File: src/common/wr_seq_pkg.sv
// widths, descriptor and host write structs, mode and state enums
package wr_seq_pkg;

  // **********************************************************************
  // widths
  // **********************************************************************
  localparam int unsigned addr_w = 32;
  localparam int unsigned size_w = 10;
  localparam int unsigned loop_w = 16;

  // **********************************************************************
  // descriptor
  // **********************************************************************
  typedef enum logic [1:0] {
    mode_unicast   = 2'd0,  // pu id rotates per beat
    mode_broadcast = 2'd2   // pu id stays at zero
  } wr_mode_t;

  // 92 bits, mode in the top bits
  typedef struct packed {
    wr_mode_t            mode;
    logic [addr_w-1:0]   base_addr;
    logic [size_w-1:0]   size;
    logic [addr_w-1:0]   offset;    // added after every beat
    logic [loop_w-1:0]   loop_max;  // beats minus one
  } wr_desc_t;

  typedef enum logic [1:0] {
    st_idle,
    st_load,
    st_busy,
    st_wait_done
  } wr_state_t;

  // host table write, idx sized for the deepest table
  typedef struct packed {
    logic       en;
    logic [7:0] idx;
    wr_desc_t   desc;
  } desc_wr_t;

endpackage
File: src/wr_dma_sequencer.sv
// write sequencer top: descriptor table, fsm, address gen, beat and index counters
`timescale 1ns/1ns

module wr_dma_sequencer import wr_seq_pkg::*; #(
  parameter  int num_desc = 8,
  parameter  int num_pu   = 4,
  localparam int idx_w    = (num_desc > 1) ? $clog2(num_desc) : 1,
  localparam int pu_w     = (num_pu > 1) ? $clog2(num_pu) : 1
) (
  input  logic              clk,
  input  logic              reset,
  // host side
  input  logic              start,
  input  logic [idx_w-1:0]  last_idx,
  input  desc_wr_t          desc_wr,
  output logic              busy,
  output logic              done,
  // memory side
  input  logic              wr_ready,
  input  logic              wr_done,
  output logic              wr_req,
  output logic [addr_w-1:0] wr_addr,
  output logic [pu_w-1:0]   wr_pu_id,
  output logic [size_w-1:0] wr_req_size
);

  // **********************************************************************
  // internal wiring
  // **********************************************************************
  wr_desc_t         cur_desc;
  logic [idx_w-1:0] cur_idx;
  logic [idx_w-1:0] last_idx_q;
  logic             start_ok;
  logic             load;
  logic             beat;
  logic             desc_next;
  logic             beat_last;
  logic             idx_last;

  assign start_ok    = start && !busy;  // ignored while running
  assign wr_req_size = cur_desc.size;

  // sampled once per run
  always_ff @(posedge clk) begin
    if (reset)
      last_idx_q <= '0;
    else if (start_ok)
      last_idx_q <= last_idx;
  end

  // **********************************************************************
  // instances
  // **********************************************************************
  wr_desc_table #(.num_desc(num_desc)) desc_table (
    .clk     (clk),
    .desc_wr (desc_wr),
    .rd_idx  (cur_idx),
    .rd_desc (cur_desc)
  );

  wr_seq_fsm seq_fsm (
    .clk       (clk),
    .reset     (reset),
    .start     (start),
    .wr_ready  (wr_ready),
    .wr_done   (wr_done),
    .beat_last (beat_last),
    .idx_last  (idx_last),
    .load      (load),
    .beat      (beat),
    .desc_next (desc_next),
    .wr_req    (wr_req),
    .busy      (busy),
    .done      (done)
  );

  wr_addr_gen #(.num_pu(num_pu)) addr_gen (
    .clk      (clk),
    .reset    (reset),
    .load     (load),
    .beat     (beat),
    .desc     (cur_desc),
    .wr_addr  (wr_addr),
    .wr_pu_id (wr_pu_id)
  );

  // beats within one descriptor
  wr_loop_counter #(.width(loop_w)) beat_counter (
    .clk       (clk),
    .reset     (reset),
    .clear     (load),
    .inc       (beat),
    .max_count (cur_desc.loop_max),
    .count     (),
    .last      (beat_last)
  );

  // table index, 0 up to last_idx
  wr_loop_counter #(.width(idx_w)) idx_counter (
    .clk       (clk),
    .reset     (reset),
    .clear     (start_ok),
    .inc       (desc_next),
    .max_count (last_idx_q),
    .count     (cur_idx),
    .last      (idx_last)
  );

  // table may only change between runs
  a_host_write_idle: assert property (
    @(posedge clk) disable iff (reset)
    desc_wr.en |-> !busy
  ) else $error("descriptor write while busy");

endmodule

File: src/wr_addr_gen.sv
// write address register and round-robin processing-unit id
`timescale 1ns/1ns

module wr_addr_gen import wr_seq_pkg::*; #(
  parameter  int num_pu = 4,
  localparam int pu_w   = (num_pu > 1) ? $clog2(num_pu) : 1
) (
  input  logic              clk,
  input  logic              reset,
  input  logic              load,
  input  logic              beat,
  input  wr_desc_t          desc,
  output logic [addr_w-1:0] wr_addr,
  output logic [pu_w-1:0]   wr_pu_id
);

  localparam logic [pu_w-1:0] pu_max = pu_w'(num_pu - 1);

  logic [pu_w-1:0] pu_count;

  // **********************************************************************
  // address
  // **********************************************************************
  always_ff @(posedge clk) begin
    if (reset)
      wr_addr <= '0;
    else if (load)
      wr_addr <= desc.base_addr;
    else if (beat)
      wr_addr <= wr_addr + desc.offset;  // next beat
  end

  // **********************************************************************
  // pu id
  // **********************************************************************
  wr_loop_counter #(
    .width     (pu_w)
  ) pu_counter (
    .clk       (clk),
    .reset     (reset),
    .clear     (load),  // restart at pu 0 per descriptor
    .inc       (beat),
    .max_count (pu_max),
    .count     (pu_count),
    .last      ()
  );

  // broadcast goes to pu 0
  assign wr_pu_id = (desc.mode == mode_broadcast) ? '0 : pu_count;

endmodule

File: src/wr_seq_fsm.sv
// write sequencer state machine: idle, load, busy, wait for done
`timescale 1ns/1ns

module wr_seq_fsm import wr_seq_pkg::*; (
  input  logic clk,
  input  logic reset,
  input  logic start,
  input  logic wr_ready,
  input  logic wr_done,
  input  logic beat_last,
  input  logic idx_last,
  output logic load,
  output logic beat,
  output logic desc_next,
  output logic wr_req,
  output logic busy,
  output logic done
);

  wr_state_t state;
  wr_state_t state_nxt;
  logic      stage;  // second cycle of st_load

  // **********************************************************************
  // outputs
  // **********************************************************************
  assign wr_req    = (state == st_busy) && wr_ready && !wr_done;
  assign beat      = wr_req;
  assign load      = (state == st_load) && stage;  // table data valid now
  assign desc_next = (state == st_wait_done) && wr_done;
  assign busy      = (state != st_idle);

  // **********************************************************************
  // next state
  // **********************************************************************
  always_comb begin
    state_nxt = state;
    case (state)
      st_idle: begin
        if (start)
          state_nxt = st_load;
      end
      st_load: begin
        if (stage)
          state_nxt = st_busy;
      end
      st_busy: begin
        if (beat && beat_last)
          state_nxt = st_wait_done;
      end
      st_wait_done: begin
        if (wr_done)
          state_nxt = idx_last ? st_idle : st_load;
      end
      default: state_nxt = st_idle;
    endcase
  end

  always_ff @(posedge clk) begin
    if (reset) begin
      state <= st_idle;
      stage <= 1'b0;
      done  <= 1'b0;
    end else begin
      state <= state_nxt;
      stage <= (state == st_load) && !stage;
      done  <= desc_next && idx_last;  // one cycle after final wr_done
    end
  end

  // st_busy ends with the last beat, no request right after it
  a_no_req_after_last: assert property (
    @(posedge clk) disable iff (reset)
    (beat && beat_last) |=> !wr_req
  ) else $error("wr_req after the last beat");

  a_done_no_req: assert property (
    @(posedge clk) disable iff (reset)
    done |-> !wr_req
  ) else $error("done together with wr_req");

endmodule

File: src/wr_desc_table.sv
// descriptor memory with host write port and registered read port
`timescale 1ns/1ns

module wr_desc_table import wr_seq_pkg::*; #(
  parameter  int num_desc = 8,
  localparam int idx_w    = (num_desc > 1) ? $clog2(num_desc) : 1
) (
  input  logic             clk,
  input  desc_wr_t         desc_wr,
  input  logic [idx_w-1:0] rd_idx,
  output wr_desc_t         rd_desc
);

  // **********************************************************************
  // storage
  // **********************************************************************
  wr_desc_t mem [num_desc];

  logic [idx_w-1:0] wr_idx;

  // only the low index bits address this table
  assign wr_idx = desc_wr.idx[idx_w-1:0];

  // host port
  always_ff @(posedge clk) begin
    if (desc_wr.en)
      mem[wr_idx] <= desc_wr.desc;
  end

  // read side, one cycle behind rd_idx
  always_ff @(posedge clk) begin
    rd_desc <= mem[rd_idx];
  end

endmodule

File: src/wr_loop_counter.sv
// wrapping up-counter with clear, runtime maximum and last-count flag
`timescale 1ns/1ns

module wr_loop_counter #(
  parameter int width = 16
) (
  input  logic             clk,
  input  logic             reset,
  input  logic             clear,
  input  logic             inc,
  input  logic [width-1:0] max_count,
  output logic [width-1:0] count,
  output logic             last
);

  assign last = (count == max_count);

  always_ff @(posedge clk) begin
    if (reset) begin
      count <= '0;
    end else if (clear) begin
      count <= '0;
    end else if (inc) begin
      if (last)
        count <= '0;  // wrap
      else
        count <= count + width'(1);
    end
  end

  // max may move under a held count, but then only for one cycle
  a_count_in_range: assert property (
    @(posedge clk) disable iff (reset)
    $stable(max_count) |-> (count <= max_count)
  ) else $error("counter above max_count");

endmodule

File: config.mk
export PLATFORM = sky130hd
export DESIGN_NAME = wr_dma_sequencer
export DESIGN_NICKNAME = d
export VERILOG_FILES = /design/src/common/wr_seq_pkg.sv /design/src/wr_dma_sequencer.sv /design/src/wr_addr_gen.sv /design/src/wr_seq_fsm.sv /design/src/wr_desc_table.sv /design/src/wr_loop_counter.sv
export SDC_FILE = /design/constraint.sdc
export NUM_CORES = 1
export LEC_CHECK = 0
export ABC_AREA = 1
export ABC_CLOCK_PERIOD_IN_PS = 4500
export BUFFER_PORTS_ARGS = -buffer_cell sky130_fd_sc_hd__buf_2
export CORE_ASPECT_RATIO = 0.5
export CORE_MARGIN = 2
export CORE_UTILIZATION = 55
export CTS_CLUSTER_SIZE = 40
export DETAILED_ROUTE_END_ITERATION = 7
export HOLD_SLACK_MARGIN = 0.06
export PLACE_DENSITY_LB_ADDON = 0.1
export SETUP_SLACK_MARGIN = 0.05
export SKIP_CTS_REPAIR_TIMING = 1
export SYNTH_ARGS = -nofsm -noshare
export SYNTH_HDL_FRONTEND = slang
export SYNTH_SLANG_ARGS = --single-unit
export TNS_END_PERCENT = 20
File: constraint.sdc
create_clock -name clk -period 4.5 [get_ports clk]
set_clock_uncertainty 0.05 [all_clocks]
set_input_delay 0.225 -clock clk [delete_from_list [all_inputs] [get_ports clk]]
set_output_delay 0.225 -clock clk [all_outputs]
set_load 0.1 [all_outputs]
== Word-level counts from Yosys, hierarchy flattened ==
Memory sizes are Yosys's and may differ from the RTL's. A register that Yosys moved wholly into a read port is not among the register bits.
Cells that the tools add are included.

* Register bits after elaboration: 60
* Latch bits: 0
* Memory bits (writable): 736
* ROM bits: 0
* Input bits: 109
* Output and inout bits: 47
* Word-level logic and storage cells: 55
* Memories kept: 1

* Add/sub/neg operators: 4
* $mul: 0
* Div/mod/pow operators: 0
* $lt $le $gt $ge: 0
* Eq/ne operators: 11
* Shift-type cells: 0
* Mux-type cells: 14
* Bitwise logic cells: 0
* Reductions and logical operators: 17

{| class="wikitable"
|+ Memories
! name !! words !! width !! rd ports !! clocked after memory_dff !! wr ports !! RTL line !! source
|-
| desc_table.mem || 8 || 92 || 1 || 1 || 1 || wr_desc_table.sv:17 || <nowiki>wr_desc_t mem [num_desc];</nowiki>
|}

{| class="wikitable"
|+ Operator list
! operator !! count
|-
| $mux W32 || 2
|-
| $add A32 B32 Y32 || 1
|-
| $add A16 B1 Y16 const B || 1
|-
| $eq A16 B16 Y1 || 1
|-
| $mux W16 || 1
|-
| $mux W2 || 6
|-
| $eq A2 B2 Y1 const B || 4
|-
| $logic_and A1 B1 Y1 || 8
|-
| $pmux W2 S4 || 1
|-
| $ne A2 B2 Y1 const B || 3
|-
| $reduce_and A4 Y1 || 1
|-
| $reduce_bool A2 Y1 || 2
|-
| $reduce_or A2 Y1 || 2
|-
| $add A3 B1 Y3 const B || 1
|-
| $eq A3 B3 Y1 || 1
|-
| $logic_not A1 Y1 || 3
|-
| $mux W1 || 3
|-
| $mux W3 || 1
|-
| $add A2 B1 Y2 const B || 1
|-
| $eq A2 B1 Y1 const B || 1
|-
| $logic_not A2 Y1 || 1
|-
| $ne A2 B1 Y1 const B || 1
|}

== Logic depth before layout (Yosys ltp) ==
* Depth after elaboration: 6
* Gate-level depth with buffers: 13

== Hierarchy ==
A second synthesis with hierarchy kept.

* Cells, all modules: 4254
* Area, all modules: 39618.0 um2

{| class="wikitable"
|+ Modules (own cells, without submodules)
! module !! times used !! cells an instance !! area each (um2) !! seq. area each (um2)
|-
| wr_desc_table || 1 || 3290 || 33945.1 || 23943.0
|-
| wr_addr_gen || 1 || 642 || 3732.3 || 640.6
|-
| wr_loop_counter (beat_counter) || 1 || 194 || 1124.8 || 320.3
|-
| wr_seq_fsm || 1 || 48 || 332.8 || 80.1
|-
| wr_loop_counter (idx_counter) || 1 || 29 || 192.7 || 60.1
|-
| wr_loop_counter (addr_gen.pu_counter) || 1 || 29 || 147.6 || 40.0
|-
| wr_dma_sequencer || 1 || 22 || 142.6 || 60.1
|}

== Least setup slack after synthesis ==
OpenSTA, ideal clock, no wires.

* Path type: input-to-reg
* Start point: input port desc_wr[92] in the netlist's numbering
* End point: memory desc_table.mem[0][0] in the netlist's numbering (enable)
* Arrival: 4.199 ns
* Required time: 3.906 ns
* Path slack: -0.294 ns
* Cell stages on the path: 3
* Path buffers: 0
* Cells stage by stage: inv_1 > nand2_1 > nor2_1

{| class="wikitable"
|+ RTL lines
! element !! RTL line !! source
|-
| from (decl) || wr_dma_sequencer.sv:15 || <nowiki>input desc_wr_t desc_wr,</nowiki>
|-
| to (decl) || wr_desc_table.sv:17 ||
|}

Straight into the memory's write port.

== Worst setup path in the final report ==
* Start point: register seq_fsm.state[1]
* End point: register addr_gen.wr_addr[1]

* Word-level cells in the longest chain between the ends: 4
* Elaborated cells between the ends (all ways): 7

{| class="wikitable"
|+ RTL lines
! element !! RTL line !! source
|-
| from (decl) || wr_seq_fsm.sv:20 || <nowiki>wr_state_t state;</nowiki>
|-
| from (signal assigned) || wr_seq_fsm.sv:61 || <nowiki>state <= st_idle;</nowiki>
|-
| from (signal assigned) || wr_seq_fsm.sv:65 || <nowiki>state <= state_nxt;</nowiki>
|-
| $eq A2 B2 Y1 || wr_seq_fsm.sv:27 || <nowiki>assign wr_req = (state == st_busy) && wr_ready && !wr_done;</nowiki>
|-
| $logic_and A1 B1 Y1 (2 in series) || wr_seq_fsm.sv:27 ||
|-
| $reduce_bool A2 Y1 (no source line) || -- ||
|-
| to (signal assigned) || wr_addr_gen.sv:28 || <nowiki>wr_addr <= desc.base_addr;</nowiki>
|-
| to (signal assigned) || wr_addr_gen.sv:30 || <nowiki>wr_addr <= wr_addr + desc.offset;</nowiki>
|-
| to (decl) || wr_addr_gen.sv:13 || <nowiki>output logic [addr_w-1:0] wr_addr,</nowiki>
|}

Parallel ways exist; a longest one is shown, timed or not.
A chain may end at the register's enable or synchronous reset.

==> out/metrics.yaml <==
logic_synthesis:
  netlist_instances: 3121
  synth_warnings: 0
  synth.distinct_cells: 41
  yosys_most_used_dff: "edfxtp_1"
  yosysSeqAreaShare_pct: 70.9
  syn-num-nets: 3270
  synth_edf_count: 736
  ys_ff_latch: 888
  async_reset_ff_share_pct: 0
  syn_avg_cell_area_sq_um: 11.4
  synth_area_sq_um: 35500
critical_path:
  crit_top_cell: "inv_1"
  crit_slowest_cell: "nor2_4"
  worstPathRequired_ps: 4920
  end_kind: "flip-flop"
  worst_ep_arrival_time_ps: 3580
  path_cells: "inv_1 -> ha_1 -> nand2_1 -> inv_1 -> nor2_4 -> inv_1 -> o21ai_0 -> a31oi_1"
  path_class: "flip-flop to flip-flop"
  crit_path_max_fanout: 45
  path_buf_inv: 3
  rrSetupSlack_ps: 1350
  critPathTopFamily: "simple AND/OR/NAND/NOR gates"
  cpPeakStageDelay_ps: 930
  crit_path_start_kind: "flip-flop"
grt:
  grt_util_all_layers_pct: 25.0
  grt_pass1_vias: 21900
  antenna_found_initial: 1
  grt_max_degree: 201
  grt_pass1_wl_um: 127000
  overflow: 0
timing:
  fmax_mhz: 317
  hold_slack_ps: 42.2
  worst_slew_pin_slew_ps: 1070
  setup_ws_ps: 1350
  min_period_ps: 3150
  setup_viol: 0
  rsz0062_at_grt: "no"
  relSlewSlack_pct: 28.6
  slew_viol_final: 0
  hold_viol: 0
  layout_worst_path_cycle_share_pct: 70.1
detailed_routing:
  drcViolationCount: 0
  wirelength_um: 83400
  first_pass_iters: 5
  viasPerCell: 5.55
  drt_iter0_drc: 2085
  drtAntennaViolNets: 0
  vias: 23400
  avgRoutedWirePerCell_um: 19.8
floorplan:
  die_width_um: 363
  coreArea_sq_um: 63400
  rows: 65
  die_h_um: 184
  dieArea_sq_um: 66600
  ioPinCount: 156
  start_util_pct: 56.0
finish:
  final_net_count: 3458
  fin_util_pct: 63.9
  layout_commonest_cell: "nor2_1"
  layoutNonFillerInstCount: 4210
  layout_common_cells: "755 x nor2_1, 736 x edfxtp_1, 397 x o21ai_0"
  syn_to_final_growth_pct: 14.2
  drive_gt1_share_pct: 9.25
  fillers: 4924
  n_antenna_cell: 0
power:
  p_per_area_nw_per_um2: 439
  vdd_ir_drop_max_uv: 304
  finalPower_mw: 17.8
  p_leak_nw: 15.1
place:
  dp_cells: 3969
  io_buffers: 150
  place_ws_ps: 1330
  globalplace.congestion: 0.955
  dp_hpwl_um: 46700
clocking:
  cts.clk_slew.worst_paths_ps: 70
  numCtsBuffers: 77
  cts-root-buf: "clkbuf_16"
  cts_tree: "done"
  htreeDepth: 3
  clock_latency_ps: 620
  cts_buffer_depth: 3
  cts_sinks: 888
min_path:
  hold_class: "input pin to flip-flop"
run_status:
  outcome: "complete, no violations"
flow_run:
  drv_cap: 0
cell usage after synthesis (all sizes together) (39+ instances only):
master,count,area (sq um)
ha,39,488
edfxtp,736,22100
nand3,56,293
inv,147,552
buf,69,362
o21ai,398,1990
nand2,317,1190
clkbuf,101,379
dfxtp,152,3040
a21oi,76,380
a31oi,95,594
nor2,766,2900
o22ai,93,582
registers in the layout, indices dropped and copies added (netlist names):
signal and flops:
seq_fsm.stage 1, desc_table.mem 736, last_idx_q 3, beat_counter.count 16
desc_table.rd_desc 92, addr_gen.pu_counter.count 2, addr_gen.wr_addr 32, idx_counter.count 3
seq_fsm.done 1, seq_fsm.state 2
cells by family after synthesis:
group / count (synthesis) / synth area share, %
adders and majority gates: 40 / 1.43
DFF: 888 / 70.9
buffers and inverters: 318 / 3.66
AOI/OAI and AO/OA: 671 / 10.2
and+or+nand+nor: 1166 / 12.9
xor gates and xnor gates: 38 / 0.939
worst reg2reg max path, stage by stage, from the launching register on:
cell     delay, ps
dfxtp_1        400
inv_1          100
ha_1           210
nand2_1         90
inv_1          280
nor2_4         930
inv_1          570
o21ai_0        310
a31oi_1         60
layout make-up:
cell class              count  area (sq um)  area share (%)
multi-input cells        1915          9080            22.4
clock buffers             120          2250            5.56
well taps                 837          1050            2.59
inverters                 148           573            1.42
repair buffers            279          2160            5.35
clock inverters            23           206           0.510
flip-flops and latches    888         25200            62.1
stage by stage:
step	area, sq um	TNS, ps
floorplan	35500	-156300
global placement	37000	0
detailed placement	37000	0
CTS	39500	0
global route	40500	0
finish	40500	0
worst paths after layout:
path,start,to,depth (start not counted)
setup / recovery,seq_fsm.state[1],addr_gen.wr_addr[1],8
hold / removal,start,last_idx_q[2],4
setup reg to reg,seq_fsm.state[1],addr_gen.wr_addr[1],8
hold reg to reg,addr_gen.wr_addr[26],addr_gen.wr_addr[26],2
per-layer routing:
| metal | wire length (um) | global-route usage [%] | vias up |
|---|---|---|---|
| met3 | 4170 | 3.51 | 137 |
| li1 | - | - | 11300 |
| met5 | 0 | 0 | - |
| met4 | 2000 | 7.54 | 0 |
| met2 | 38400 | 39.7 | 590 |
| met1 | 38800 | 36.2 | 11300 |
power breakdown:
| part | switching (mW) | internal [mW] |
|---|---|---|
| combinational | 1.34 | 0.515 |
| sequential | 0.178 | 9.24 |
| clock | 2.91 | 3.59 |
Power figures use the tool's default switching activity.
